`config.mk`:
```
export PLATFORM = sky130hd
export DESIGN_NAME = turf_ctrl_top
export DESIGN_NICKNAME = d
export VERILOG_FILES = /design/src/rtl/turf_pkg.sv /design/src/rtl/turf_apb_decode.sv /design/src/rtl/turf_crate_bridge.sv /design/src/rtl/turf_ctrl_top.sv /design/src/rtl/turf_id_regs.sv /design/src/rtl/turf_stream_slice.sv
export SDC_FILE = /design/constraint.sdc
export NUM_CORES = 1
export LEC_CHECK = 0
export BUFFER_PORTS_ARGS = -buffer_cell sky130_fd_sc_hd__buf_2
export CAP_MARGIN = 10
export CORE_ASPECT_RATIO = 0.8
export CORE_MARGIN = 5
export CORE_UTILIZATION = 56
export DETAILED_ROUTE_END_ITERATION = 6
export MAX_ROUTING_LAYER = met4
export PLACE_DENSITY = 0.84
export SYNTH_ARGS = -nofsm -noshare
export SYNTH_HDL_FRONTEND = slang
export SYNTH_SLANG_ARGS = --single-unit
```
`constraint.sdc`:
```
create_clock -name ps_clk -period 7.4 [get_ports ps_clk]
set_input_delay 0.74 -clock ps_clk [delete_from_list [all_inputs] [get_ports ps_clk]]
set_output_delay 0.74 -clock ps_clk [all_outputs]
set_load 0.05 [all_outputs]
```
`src/rtl/turf_pkg.sv`:
```
package turf_pkg;

    //////////////////////////////////////////////////////////////////////
    // Widths
    //////////////////////////////////////////////////////////////////////

    localparam int ADDR_W       = 28;
    localparam int DATA_W       = 32;
    localparam int CRATE_ADDR_W = 27;
    localparam int NUM_LINKS    = 4;
    localparam int LINK_W       = $clog2(NUM_LINKS);
    localparam int REG_OFFSET_W = 4;

    typedef logic [ADDR_W-1:0]       addr_t;
    typedef logic [DATA_W-1:0]       data_t;
    typedef logic [CRATE_ADDR_W-1:0] crate_addr_t;
    typedef logic [LINK_W-1:0]       link_sel_t;
    typedef logic [NUM_LINKS-1:0]    link_mask_t;

    //////////////////////////////////////////////////////////////////////
    // ID space
    //////////////////////////////////////////////////////////////////////

    localparam logic [31:0] IDENT         = 32'h54555246;
    localparam logic        REVISION_B    = 1'b0;
    localparam logic [14:0] FIRMWARE_DATE = 15'h0000;
    localparam logic [3:0]  VER_MAJOR     = 4'd0;
    localparam logic [3:0]  VER_MINOR     = 4'd7;
    localparam logic [7:0]  VER_REV       = 8'd18;
    localparam logic [31:0] DATEVERSION   =
        {REVISION_B, FIRMWARE_DATE, VER_MAJOR, VER_MINOR, VER_REV};

    // Byte offsets inside the local space
    localparam logic [REG_OFFSET_W-1:0] REG_IDENT       = 4'h0;
    localparam logic [REG_OFFSET_W-1:0] REG_DATEVERSION = 4'h4;
    localparam logic [REG_OFFSET_W-1:0] REG_BRIDGE_CTRL = 4'h8;
    localparam logic [REG_OFFSET_W-1:0] REG_BRIDGE_STAT = 4'hC;

    //////////////////////////////////////////////////////////////////////
    // Crate bridge
    //////////////////////////////////////////////////////////////////////

    localparam int          BRIDGE_EN_BIT   = 8;
    localparam int          BRIDGE_TIMEOUT  = 64;
    localparam int          TIMEOUT_W       = $clog2(BRIDGE_TIMEOUT);
    localparam logic [TIMEOUT_W-1:0] TIMEOUT_LAST = TIMEOUT_W'(BRIDGE_TIMEOUT - 1);
    localparam logic [31:0] BRIDGE_ERR_DATA = 32'hBAD0BAD0;

    // Command toward a TURFIO link, 62 bits
    typedef struct packed {
        link_sel_t   link;
        logic        write;
        crate_addr_t addr;
        data_t       wdata;
    } crate_cmd_t;

    // Response back from the link, 33 bits
    typedef struct packed {
        data_t rdata;
        logic  err;
    } crate_resp_t;

endpackage

```
`src/rtl/turf_apb_decode.sv`:
```
`timescale 1ns/10ps
module turf_apb_decode (
    input  logic                                ps_clk,
    input  logic                                rst_i,
    // APB slave
    input  logic                                psel_i,
    input  logic                                penable_i,
    input  logic                                pwrite_i,
    input  turf_pkg::addr_t                     paddr_i,
    input  turf_pkg::data_t                     pwdata_i,
    output turf_pkg::data_t                     prdata_o,
    output logic                                pready_o,
    output logic                                pslverr_o,
    // Local registers
    output logic                                reg_wr_o,
    output logic [turf_pkg::REG_OFFSET_W-1:0]   reg_offset_o,
    output turf_pkg::data_t                     reg_wdata_o,
    input  turf_pkg::data_t                     reg_rdata_i,
    // Crate bridge
    output logic                                breq_valid_o,
    output logic                                breq_write_o,
    output turf_pkg::crate_addr_t               breq_addr_o,
    output turf_pkg::data_t                     breq_wdata_o,
    input  logic                                bdone_i,
    input  turf_pkg::data_t                     brdata_i,
    input  logic                                berr_i
);

    logic access;
    logic is_crate;
    logic in_window;
    logic req_sent_q;

    assign access   = psel_i && penable_i;
    // Top address bit selects crate space
    assign is_crate = paddr_i[turf_pkg::ADDR_W-1];
    // Local registers only answer in the lowest 16 bytes
    assign in_window =
        paddr_i[turf_pkg::CRATE_ADDR_W-1:turf_pkg::REG_OFFSET_W] == '0;

    // Local side
    assign reg_wr_o     = access && pwrite_i && !is_crate && in_window;
    assign reg_offset_o = paddr_i[turf_pkg::REG_OFFSET_W-1:0];
    assign reg_wdata_o  = pwdata_i;

    // One request per crate transfer, in its first access cycle
    assign breq_valid_o = access && is_crate && !req_sent_q;
    assign breq_write_o = pwrite_i;
    assign breq_addr_o  = paddr_i[turf_pkg::CRATE_ADDR_W-1:0];
    assign breq_wdata_o = pwdata_i;

    always_ff @(posedge ps_clk) begin
        if (rst_i) begin
            req_sent_q <= 1'b0;
        end else if (bdone_i) begin
            req_sent_q <= 1'b0;
        end else if (breq_valid_o) begin
            req_sent_q <= 1'b1;
        end
    end

    // Completion back to the requester
    assign pready_o  = access && (!is_crate || bdone_i);
    assign pslverr_o = access && is_crate && bdone_i && berr_i;
    assign prdata_o  = is_crate  ? brdata_i    :
                       in_window ? reg_rdata_i : '0;

endmodule

```
`src/rtl/turf_crate_bridge.sv`:
```
`timescale 1ns/10ps
module turf_crate_bridge (
    input  logic                    ps_clk,
    input  logic                    rst_i,
    // Request from the APB decode
    input  logic                    breq_valid_i,
    input  logic                    breq_write_i,
    input  turf_pkg::crate_addr_t   breq_addr_i,
    input  turf_pkg::data_t         breq_wdata_i,
    output logic                    bdone_o,
    output turf_pkg::data_t         brdata_o,
    output logic                    berr_o,
    // Bridge control and link state
    input  logic                    bridge_en_i,
    input  turf_pkg::link_sel_t     bridge_link_i,
    input  turf_pkg::link_mask_t    link_up_i,
    // Command stream
    output logic                    cmd_valid_o,
    output turf_pkg::crate_cmd_t    cmd_data_o,
    input  logic                    cmd_ready_i,
    // Response stream
    input  logic                    resp_valid_i,
    input  turf_pkg::crate_resp_t   resp_data_i,
    output logic                    resp_ready_o,
    // Error events toward the status register
    output logic                    timeout_pulse_o,
    output logic                    invalid_pulse_o,
    output turf_pkg::link_sel_t     flag_link_o
);

    typedef enum logic [1:0] {ST_IDLE, ST_ISSUE, ST_WAIT} state_t;

    state_t                           state_q;
    turf_pkg::crate_cmd_t             cmd_q;
    logic [turf_pkg::TIMEOUT_W-1:0]   timer_q;
    logic                             link_ok;
    logic                             timer_done;
    logic                             resp_hit;

    assign link_ok    = bridge_en_i && link_up_i[bridge_link_i];
    assign timer_done = timer_q == turf_pkg::TIMEOUT_LAST;
    assign resp_hit   = (state_q == ST_WAIT) && resp_valid_i;

    assign cmd_valid_o  = state_q == ST_ISSUE;
    assign cmd_data_o   = cmd_q;
    // Stray responses are drained while idle
    assign resp_ready_o = state_q != ST_ISSUE;
    assign flag_link_o  = cmd_q.link;

    always_ff @(posedge ps_clk) begin
        if (rst_i) begin
            state_q         <= ST_IDLE;
            timer_q         <= '0;
            bdone_o         <= 1'b0;
            berr_o          <= 1'b0;
            timeout_pulse_o <= 1'b0;
            invalid_pulse_o <= 1'b0;
        end else begin
            bdone_o         <= 1'b0;
            timeout_pulse_o <= 1'b0;
            invalid_pulse_o <= 1'b0;
            // Counter saturates, it runs through issue and wait
            if (state_q != ST_IDLE && !timer_done) begin
                timer_q <= timer_q + 1'b1;
            end
            case (state_q)
                ST_IDLE: begin
                    if (breq_valid_i) begin
                        timer_q <= '0;
                        if (link_ok) begin
                            state_q <= ST_ISSUE;
                        end else begin
                            bdone_o         <= 1'b1;
                            berr_o          <= 1'b1;
                            invalid_pulse_o <= 1'b1;
                        end
                    end
                end
                ST_ISSUE: begin
                    if (cmd_ready_i) begin
                        state_q <= ST_WAIT;
                    end
                end
                ST_WAIT: begin
                    if (resp_valid_i) begin
                        bdone_o <= 1'b1;
                        berr_o  <= resp_data_i.err;
                        state_q <= ST_IDLE;
                    end else if (timer_done) begin
                        bdone_o         <= 1'b1;
                        berr_o          <= 1'b1;
                        timeout_pulse_o <= 1'b1;
                        state_q         <= ST_IDLE;
                    end
                end
                default: state_q <= ST_IDLE;
            endcase
        end
    end

    // Command capture and returned data
    always_ff @(posedge ps_clk) begin
        if (state_q == ST_IDLE && breq_valid_i) begin
            cmd_q.link  <= bridge_link_i;
            cmd_q.write <= breq_write_i;
            cmd_q.addr  <= breq_addr_i;
            cmd_q.wdata <= breq_wdata_i;
        end
        brdata_o <= resp_hit ? resp_data_i.rdata : turf_pkg::BRIDGE_ERR_DATA;
    end

endmodule

```
`src/rtl/turf_ctrl_top.sv`:
```
`timescale 1ns/10ps
module turf_ctrl_top (
    input  logic                    ps_clk,
    input  logic                    rst_i,
    // APB
    input  logic                    psel_i,
    input  logic                    penable_i,
    input  logic                    pwrite_i,
    input  turf_pkg::addr_t         paddr_i,
    input  turf_pkg::data_t         pwdata_i,
    output turf_pkg::data_t         prdata_o,
    output logic                    pready_o,
    output logic                    pslverr_o,
    // TURFIO links
    input  turf_pkg::link_mask_t    link_up_i,
    output logic                    cmd_valid_o,
    input  logic                    cmd_ready_i,
    output turf_pkg::crate_cmd_t    cmd_data_o,
    input  logic                    resp_valid_i,
    output logic                    resp_ready_o,
    input  turf_pkg::crate_resp_t   resp_data_i
);

    //////////////////////////////////////////////////////////////////////
    // Internal nets
    //////////////////////////////////////////////////////////////////////

    logic                                reg_wr;
    logic [turf_pkg::REG_OFFSET_W-1:0]   reg_offset;
    turf_pkg::data_t                     reg_wdata;
    turf_pkg::data_t                     reg_rdata;
    logic                                breq_valid;
    logic                                breq_write;
    turf_pkg::crate_addr_t               breq_addr;
    turf_pkg::data_t                     breq_wdata;
    logic                                bdone;
    turf_pkg::data_t                     brdata;
    logic                                berr;
    logic                                bridge_en;
    turf_pkg::link_sel_t                 bridge_link;
    logic                                timeout_pulse;
    logic                                invalid_pulse;
    turf_pkg::link_sel_t                 flag_link;
    // Bridge side of the two slices
    logic                                bcmd_valid;
    logic                                bcmd_ready;
    turf_pkg::crate_cmd_t                bcmd_data;
    logic                                bresp_valid;
    logic                                bresp_ready;
    turf_pkg::crate_resp_t               bresp_data;

    //////////////////////////////////////////////////////////////////////
    // Instances
    //////////////////////////////////////////////////////////////////////

    turf_apb_decode u_decode (
        .ps_clk(ps_clk), .rst_i(rst_i),
        .psel_i(psel_i), .penable_i(penable_i), .pwrite_i(pwrite_i),
        .paddr_i(paddr_i), .pwdata_i(pwdata_i), .prdata_o(prdata_o),
        .pready_o(pready_o), .pslverr_o(pslverr_o),
        .reg_wr_o(reg_wr), .reg_offset_o(reg_offset),
        .reg_wdata_o(reg_wdata), .reg_rdata_i(reg_rdata),
        .breq_valid_o(breq_valid), .breq_write_o(breq_write),
        .breq_addr_o(breq_addr), .breq_wdata_o(breq_wdata),
        .bdone_i(bdone), .brdata_i(brdata), .berr_i(berr)
    );

    turf_id_regs u_id_regs (
        .ps_clk(ps_clk), .rst_i(rst_i),
        .reg_wr_i(reg_wr), .reg_offset_i(reg_offset),
        .reg_wdata_i(reg_wdata), .reg_rdata_o(reg_rdata),
        .link_up_i(link_up_i), .timeout_pulse_i(timeout_pulse),
        .invalid_pulse_i(invalid_pulse), .flag_link_i(flag_link),
        .bridge_en_o(bridge_en), .bridge_link_o(bridge_link)
    );

    turf_crate_bridge u_bridge (
        .ps_clk(ps_clk), .rst_i(rst_i),
        .breq_valid_i(breq_valid), .breq_write_i(breq_write),
        .breq_addr_i(breq_addr), .breq_wdata_i(breq_wdata),
        .bdone_o(bdone), .brdata_o(brdata), .berr_o(berr),
        .bridge_en_i(bridge_en), .bridge_link_i(bridge_link),
        .link_up_i(link_up_i),
        .cmd_valid_o(bcmd_valid), .cmd_data_o(bcmd_data), .cmd_ready_i(bcmd_ready),
        .resp_valid_i(bresp_valid), .resp_data_i(bresp_data),
        .resp_ready_o(bresp_ready),
        .timeout_pulse_o(timeout_pulse), .invalid_pulse_o(invalid_pulse),
        .flag_link_o(flag_link)
    );

    turf_stream_slice #(.payload_t(turf_pkg::crate_cmd_t)) u_cmd_slice (
        .ps_clk(ps_clk), .rst_i(rst_i),
        .s_valid_i(bcmd_valid), .s_ready_o(bcmd_ready), .s_data_i(bcmd_data),
        .m_valid_o(cmd_valid_o), .m_ready_i(cmd_ready_i), .m_data_o(cmd_data_o)
    );

    turf_stream_slice #(.payload_t(turf_pkg::crate_resp_t)) u_resp_slice (
        .ps_clk(ps_clk), .rst_i(rst_i),
        .s_valid_i(resp_valid_i), .s_ready_o(resp_ready_o), .s_data_i(resp_data_i),
        .m_valid_o(bresp_valid), .m_ready_i(bresp_ready), .m_data_o(bresp_data)
    );

endmodule

```
`src/rtl/turf_id_regs.sv`:
```
`timescale 1ns/10ps
module turf_id_regs (
    input  logic                                ps_clk,
    input  logic                                rst_i,
    input  logic                                reg_wr_i,
    input  logic [turf_pkg::REG_OFFSET_W-1:0]   reg_offset_i,
    input  turf_pkg::data_t                     reg_wdata_i,
    output turf_pkg::data_t                     reg_rdata_o,
    // Link status and error events
    input  turf_pkg::link_mask_t                link_up_i,
    input  logic                                timeout_pulse_i,
    input  logic                                invalid_pulse_i,
    input  turf_pkg::link_sel_t                 flag_link_i,
    // Bridge control
    output logic                                bridge_en_o,
    output turf_pkg::link_sel_t                 bridge_link_o
);

    localparam int NL = turf_pkg::NUM_LINKS;

    logic                 bridge_en_q;
    turf_pkg::link_sel_t  bridge_link_q;
    turf_pkg::link_mask_t timeout_q;
    turf_pkg::link_mask_t invalid_q;
    turf_pkg::link_mask_t flag_mask;
    logic                 stat_wr;
    turf_pkg::data_t      ctrl_word;

    assign stat_wr = reg_wr_i && (reg_offset_i == turf_pkg::REG_BRIDGE_STAT);

    always_comb begin
        flag_mask = '0;
        flag_mask[flag_link_i] = 1'b1;
    end

    always_ff @(posedge ps_clk) begin
        if (rst_i) begin
            bridge_en_q   <= 1'b0;
            bridge_link_q <= '0;
            timeout_q     <= '0;
            invalid_q     <= '0;
        end else begin
            if (reg_wr_i && (reg_offset_i == turf_pkg::REG_BRIDGE_CTRL)) begin
                bridge_en_q   <= reg_wdata_i[turf_pkg::BRIDGE_EN_BIT];
                bridge_link_q <= reg_wdata_i[turf_pkg::LINK_W-1:0];
            end
            // Write one clears, a new event in the same cycle wins
            timeout_q <= (timeout_q & ~(stat_wr ? reg_wdata_i[NL-1:0] : '0))
                       | (timeout_pulse_i ? flag_mask : '0);
            invalid_q <= (invalid_q & ~(stat_wr ? reg_wdata_i[2*NL-1:NL] : '0))
                       | (invalid_pulse_i ? flag_mask : '0);
        end
    end

    always_comb begin
        ctrl_word = '0;
        ctrl_word[turf_pkg::BRIDGE_EN_BIT] = bridge_en_q;
        ctrl_word[turf_pkg::LINK_W-1:0] = bridge_link_q;
    end

    always_comb begin
        case (reg_offset_i)
            turf_pkg::REG_IDENT:       reg_rdata_o = turf_pkg::IDENT;
            turf_pkg::REG_DATEVERSION: reg_rdata_o = turf_pkg::DATEVERSION;
            turf_pkg::REG_BRIDGE_CTRL: reg_rdata_o = ctrl_word;
            turf_pkg::REG_BRIDGE_STAT:
                reg_rdata_o = {{(turf_pkg::DATA_W-3*NL){1'b0}},
                               link_up_i, invalid_q, timeout_q};
            default:                   reg_rdata_o = '0;
        endcase
    end

    assign bridge_en_o   = bridge_en_q;
    assign bridge_link_o = bridge_link_q;

endmodule

```
`src/rtl/turf_stream_slice.sv`:
```
`timescale 1ns/10ps
module turf_stream_slice #(
    parameter type payload_t = logic
) (
    input  logic     ps_clk,
    input  logic     rst_i,
    input  logic     s_valid_i,
    output logic     s_ready_o,
    input  payload_t s_data_i,
    output logic     m_valid_o,
    input  logic     m_ready_i,
    output payload_t m_data_o
);

    logic     full_q;
    payload_t data_q;

    // Accept when empty or when the held item leaves this cycle
    assign s_ready_o = !full_q || m_ready_i;
    assign m_valid_o = full_q;
    assign m_data_o  = data_q;

    always_ff @(posedge ps_clk) begin
        if (rst_i) begin
            full_q <= 1'b0;
        end else if (s_valid_i && s_ready_o) begin
            full_q <= 1'b1;
        end else if (m_ready_i) begin
            full_q <= 1'b0;
        end
    end

    always_ff @(posedge ps_clk) begin
        if (s_valid_i && s_ready_o) begin
            data_q <= s_data_i;
        end
    end

endmodule

```
==> impl_metrics.json, run 1 <==
{
  "hold_buffers": 0,
  "cts-root-buf": "clkbuf_16",
  "placed_cells": 813,
  "synth_warnings": 0,
  "h-tree-depth": 1,
  "fin_area_um2": 9260,
  "die-area_um2": 15700,
  "dpl_cell_area_um2": 8610,
  "io_buffer_count": 201,
  "drt_iter0_drc": 269,
  "worst_setup_path_start_kind": "primary input",
  "yosys_register_bits": 215,
  "routed_wl_um": 15700,
  "min_path_type": "reg2reg",
  "rows": 37,
  "antenna_cells": 0,
  "drv_slew": 0,
  "yosys-top-cells-area": "edfxtp_1 (63%), dfxtp_1 (16%), and2_1 (2.6%), a21o_1 (1.5%), or3_1 (1.3%)",
  "cp.required_ns": 6.66,
  "synth_edf_count": 157,
  "ys.flop_type": "edfxtp_1",
  "die_w_um": 139,
  "place.gp.congestion": 0.865,
  "cp_slowest_cell": "o31ai_1",
  "vias": 4552,
  "grt_setup_unrepaired": "false",
  "cp_max_fo": 8,
  "area_growth_pct": 24.7,
  "cts_tree": "done",
  "async_reset_ff_share_pct": 0,
  "grt.overflow.total": 0,
  "syn-instance-count": 450,
  "grt_max_degree": 64,
  "yosysTopAreaCell": "edfxtp_1",
  "ys_top_cells_by_count": "edfxtp_1 (157), dfxtp_1 (58), and2_1 (31)",
  "min_period_ns": 3.58,
  "cp-end-kind": "output pin",
  "syn-num-nets": 555,
  "yosysMostFrequentCell": "edfxtp_1",
  "critPathArrivalTime_ns": 2.84,
  "hold_path_depth": 0,
  "synth_cell_types": 50,
  "grt_pass1_vias": 4655,
  "post_synth_instance_area_um2": 7430,
  "cts.sinks": 215,
  "cts_buffers": 20,
  "post_cts_buffers": 0,
  "grt_use_total_pct": 20.6,
  "final.setup.tns_ns": 0,
  "drc": 0,
  "crit_chain": "buf_2 > nor4_2 > and3_1 > nand2_4 > o31ai_1 > buf_2",
  "clkSlewWorstSetupHoldPaths_ns": 0.07,
  "finalHoldViolations": 0,
  "syn_area_per_cell_um2": 16.5,
  "tightest_slew_ns": 0.886,
  "dr.pass1.iters": 4,
  "hpwl_um": 11100,
  "antenna_found_initial": 0,
  "start_util_pct": 57.5,
  "ioPinCount": 202,
  "drv_cap": 0,
  "synth_top_area_share_pct": 63.5,
  "crit_type": "in2out",
  "drive_gt1_share_pct": 37.5,
  "finClkSkew_ns": 0.0119,
  "p_per_area_nw_per_um2": 260,
  "max_stage_delay_ns": 0.55,
  "fin_nets": 765,
  "core_area_um2": 12900,
  "grt_pass1_wl_um": 25000,
  "clock_latency_ns": 0.48,
  "p_total_mw": 2.41,
  "peakVddDrop_mv": 0.174,
  "clock_path_buffers": 3,
  "routed_via_density": 5.36,
  "post_drt_wl_per_cell_um": 18.5,
  "die_h_um": 113,
  "p_leak_nw": 3.62,
  "fin_cells": 849,
  "status": "complete, no violations",
  "synth_seq_area_share_pct": 79.1,
  "relSlewSlack_pct": 40.7,
  "cts_resized": 0,
  "reg2reg_depth": 3,
  "finalSetupViolations": 0,
  "drt.antenna.violating_nets": 0,
  "min_period_over_period_pct": 48.4,
  "max_freq_ghz": 0.279,
  "critical_path.most_common_cell": "buf_2"
}
-- report_power, final --
part,internal (mW),leakage (nW),switching [mW]
registers,1.31,1.92,0.00618
logic,0.0321,1.38,0.0602
clock network,0.593,0.321,0.406
total,1.94,3.62,0.472
-- worst paths after layout --
path | end | slack [ns] | startpoint
worst max-delay path | prdata_o[6] | 3.82 | paddr_i[25]
worst min-delay path | u_cmd_slice.m_data_o[48] | 0.41 | u_bridge.cmd_data_o[48]
worst max register to register | u_cmd_slice.m_data_o[18] | 5.14 | u_bridge.state_q[0]
worst min register to register | u_cmd_slice.m_data_o[48] | 0.41 | u_bridge.cmd_data_o[48]
-- stage by stage --
stage | util, % | setup slack, ns | hold WS (ns)
after detailed placement | 66.6 | 3.97 | 0.405
after CTS | 71.7 | 3.92 | 0.413
after global placement | 66.6 | 4.00 | 0.401
after global routing | 71.7 | 3.84 | 0.415
after floorplan | - | 3.93 | 0.400
final | 71.7 | 3.82 | 0.411
-- registers in the layout, indices dropped and copies added (netlist names), 2 cells and up --
signal	cells
u_cmd_slice.m_data_o	62
u_bridge.cmd_data_o	60
u_resp_slice.m_data_o	33
u_bridge.brdata_o	32
u_bridge.timer_q	6
u_id_regs.invalid_q	4
u_id_regs.timeout_q	4
u_bridge.flag_link_o	2
u_bridge.state_q	2
u_id_regs.bridge_link_o	2
-- critical path: cells and delay by family --
| family | cells | cell delay, ns |
|---|---|---|
| AO/OA/AOI/OAI | 1 | 0.55 |
| buffers and inverters | 2 | 0.49 |
| AND/OR/NAND/NOR | 3 | 1.06 |
-- cells in the final DEF, fill, tap and decap left out, types with 6 or more instances in the layout --
cell	instances
nor2b_1	6
nor2_1	14
o31ai_1	8
edfxtp_1	157
a21oi_1	16
clkbuf_16	21
inv_1	8
a21o_1	15
buf_2	201
nand2_1	24
nand3_1	6
dfxtp_1	58
clkinv_1	7
and2_1	30
or3_1	16
-- logic make-up (layout without fill, tap and decap cells) --
group	after synthesis	in the layout	share of synthesized area (%)
xor+xnor	3	3	0.354
simple gates	143	143	12.5
flops	215	215	79.1
buf+inv	25	249	1.38
mux	3	3	0.640
fa+ha+maj	1	1	0.168
compound gates	60	60	5.88
-- metal layers --
metal | up-vias | global-route usage [%] | share of wire (%)
met5 | - | - | 0
met4 | 0 | 3.78 | 1.6
met3 | 20 | 5.20 | 10
met2 | 271 | 33.2 | 47
met1 | 2148 | 27.6 | 42
li1 | 2113 | - | -
-- cell type report --
type                            count  area (um2)
Timing Repair Buffer              204        1030
Clock buffer                       22         539
Fill cell                         827        3660
Sequential cell                   215        5880
Clock inverter                     14         114
Multi-Input combinational cell    210        1450
Inverter                            9        33.8
Tap cell                          175         219
Power figures use the tool's default switching activity.
==> inputs of run 2 (changes only) <==
- CORE_UTILIZATION: 56 -> 52
- PLACE_DENSITY: 0.84 -> 0.79
- clock period: 7.4 -> 3.7 ns (I/O delays scaled with it)
==> run 2 against run 1 <==
Compared with the run above:
- critical path type unchanged
- clock skew is 0.0043 ns lower
- sequential cell count did not move
- count of clock-buffer cells in the layout up 9
- largest power group unchanged
- die area grew 7.1%
- highest routed layer unchanged
- sequential share of layout area grew 0.060 points
- hold slack lost 0.34 ns
- total power rose by 96%
==> impl_metrics.json, run 2 (synthesized netlist as in run 1, its figures left out) <==
{
  "status": "complete, no violations",
  "drc": 0,
  "worst_setup_path_start_kind": "primary input",
  "die_h_um": 117,
  "min_period_over_period_pct": 72.1,
  "clock_path_buffers": 3,
  "crit_type": "in2out",
  "finalSetupViolations": 0,
  "cts_tree": "done",
  "finalHoldViolations": 0,
  "start_util_pct": 52.5,
  "critPathArrivalTime_ns": 2.30,
  "tightest_slew_ns": 0.859,
  "relSlewSlack_pct": 42.5,
  "clkSlewWorstSetupHoldPaths_ns": 0.06,
  "cts.sinks": 215,
  "critPathBufInv": 2,
  "largest_reg_flops": 62,
  "core_area_um2": 14200,
  "routed_wl_um": 16500,
  "clock_latency_ns": 0.47,
  "drt_iter0_drc": 198,
  "grt_pass1_vias": 4511,
  "multi_input_area_um2": 1450,
  "antenna_found_initial": 0,
  "grt_max_degree": 54,
  "die_w_um": 144,
  "final_cell_mix": "buf_2 (201), edfxtp_1 (157), dfxtp_1 (58)",
  "min_path_type": "in2reg",
  "hold_buffers": 0,
  "cp-end-kind": "output pin",
  "placed_cells": 822,
  "crit_chain": "buf_2 > nor4_4 > and4_1 > nand2_4 > o31ai_1 > buf_2",
  "dpl_cell_area_um2": 8640,
  "dr.pass1.iters": 4,
  "post_drt_wl_per_cell_um": 19.2,
  "cts_buffers": 20,
  "fillers": 1043,
  "area_growth_pct": 24.6,
  "finClkSkew_ns": 0.00767,
  "drive_gt1_share_pct": 37.1,
  "cp_slowest_cell": "and4_1",
  "cts_resized": 0,
  "grt_setup_unrepaired": "false",
  "vias": 4516,
  "cts-root-buf": "clkbuf_16",
  "drv_cap": 0,
  "cp_max_fo": 8,
  "drv_slew": 0,
  "path_delay_family": "simple AND/OR/NAND/NOR gates",
  "cp.required_ns": 3.33,
  "routed_via_density": 5.26,
  "fin_cells": 859,
  "final.setup.tns_ns": 0,
  "h-tree-depth": 1,
  "die-area_um2": 16800,
  "max_freq_ghz": 0.375,
  "fin_area_um2": 9250,
  "p_leak_nw": 3.60,
  "max_stage_delay_ns": 0.49,
  "fin_nets": 765,
  "peakVddDrop_mv": 0.505,
  "drt.antenna.violating_nets": 0,
  "post_cts_buffers": 0,
  "p_per_area_nw_per_um2": 510,
  "register_area_um2": 5880,
  "grt_pass1_wl_um": 24400,
  "layout_commonest_cell": "buf_2",
  "rows": 39,
  "min_period_ns": 2.67,
  "hpwl_um": 11800,
  "critical_path.most_common_cell": "buf_2",
  "ioPinCount": 202,
  "grt_use_total_pct": 19.5,
  "place.gp.congestion": 0.857,
  "grt.overflow.total": 0,
  "io_buffer_count": 201
}
-- run 2: layer usage --
layer	global-route usage [%]	vias up	share of wire, %
met5	-	-	0
met4	4.33	0	1.7
met3	4.83	22	11
met2	31.3	259	46
met1	25.7	2125	41
li1	-	2110	-
-- run 2: through the flow --
step                      hold WS, ns  total power [mW]  setup slack, ns  util [%]
after floorplan                 0.400              2.77            0.967         -
after global placement          0.400              2.87             1.06      61.1
after detailed placement        0.405              2.88             1.04      61.1
after CTS                      0.0497              4.76             1.01      65.4
after global routing           0.0463              4.89            0.876      65.4
final                          0.0702              4.72             1.03      65.4
-- run 2: area by class of cell --
class | count | area share [%]
Clock inverter | 5 | 0.243
Clock buffer | 31 | 6.30
Multi-Input combinational cell | 210 | 15.7
Timing Repair Buffer | 204 | 11.4
Tap cell | 184 | 2.49
Sequential cell | 215 | 63.5
Inverter | 9 | 0.365
Antenna cell | 1 | 0.0270
-- run 2: path summary, 6_finish.rpt --
kind | start | end | slack (ns) | depth (start not counted)
setup / recovery | paddr_i[8] | prdata_o[6] | 1.03 | 6
hold / removal | pwdata_i[30] | u_bridge.cmd_data_o[30] | 0.07 | 1
setup reg to reg | u_bridge.state_q[0] | u_cmd_slice.m_data_o[39] | 1.55 | 3
hold reg to reg | u_bridge.cmd_data_o[14] | u_cmd_slice.m_data_o[14] | 0.41 | 0
-- run 2: power breakdown --
| group | internal, mW | total, mW | switching, mW |
|---|---|---|---|
| Sequential | 2.63 | 2.64 | 0.0129 |
| Clock | 1.08 | 1.90 | 0.812 |
| Combinational | 0.0653 | 0.186 | 0.121 |
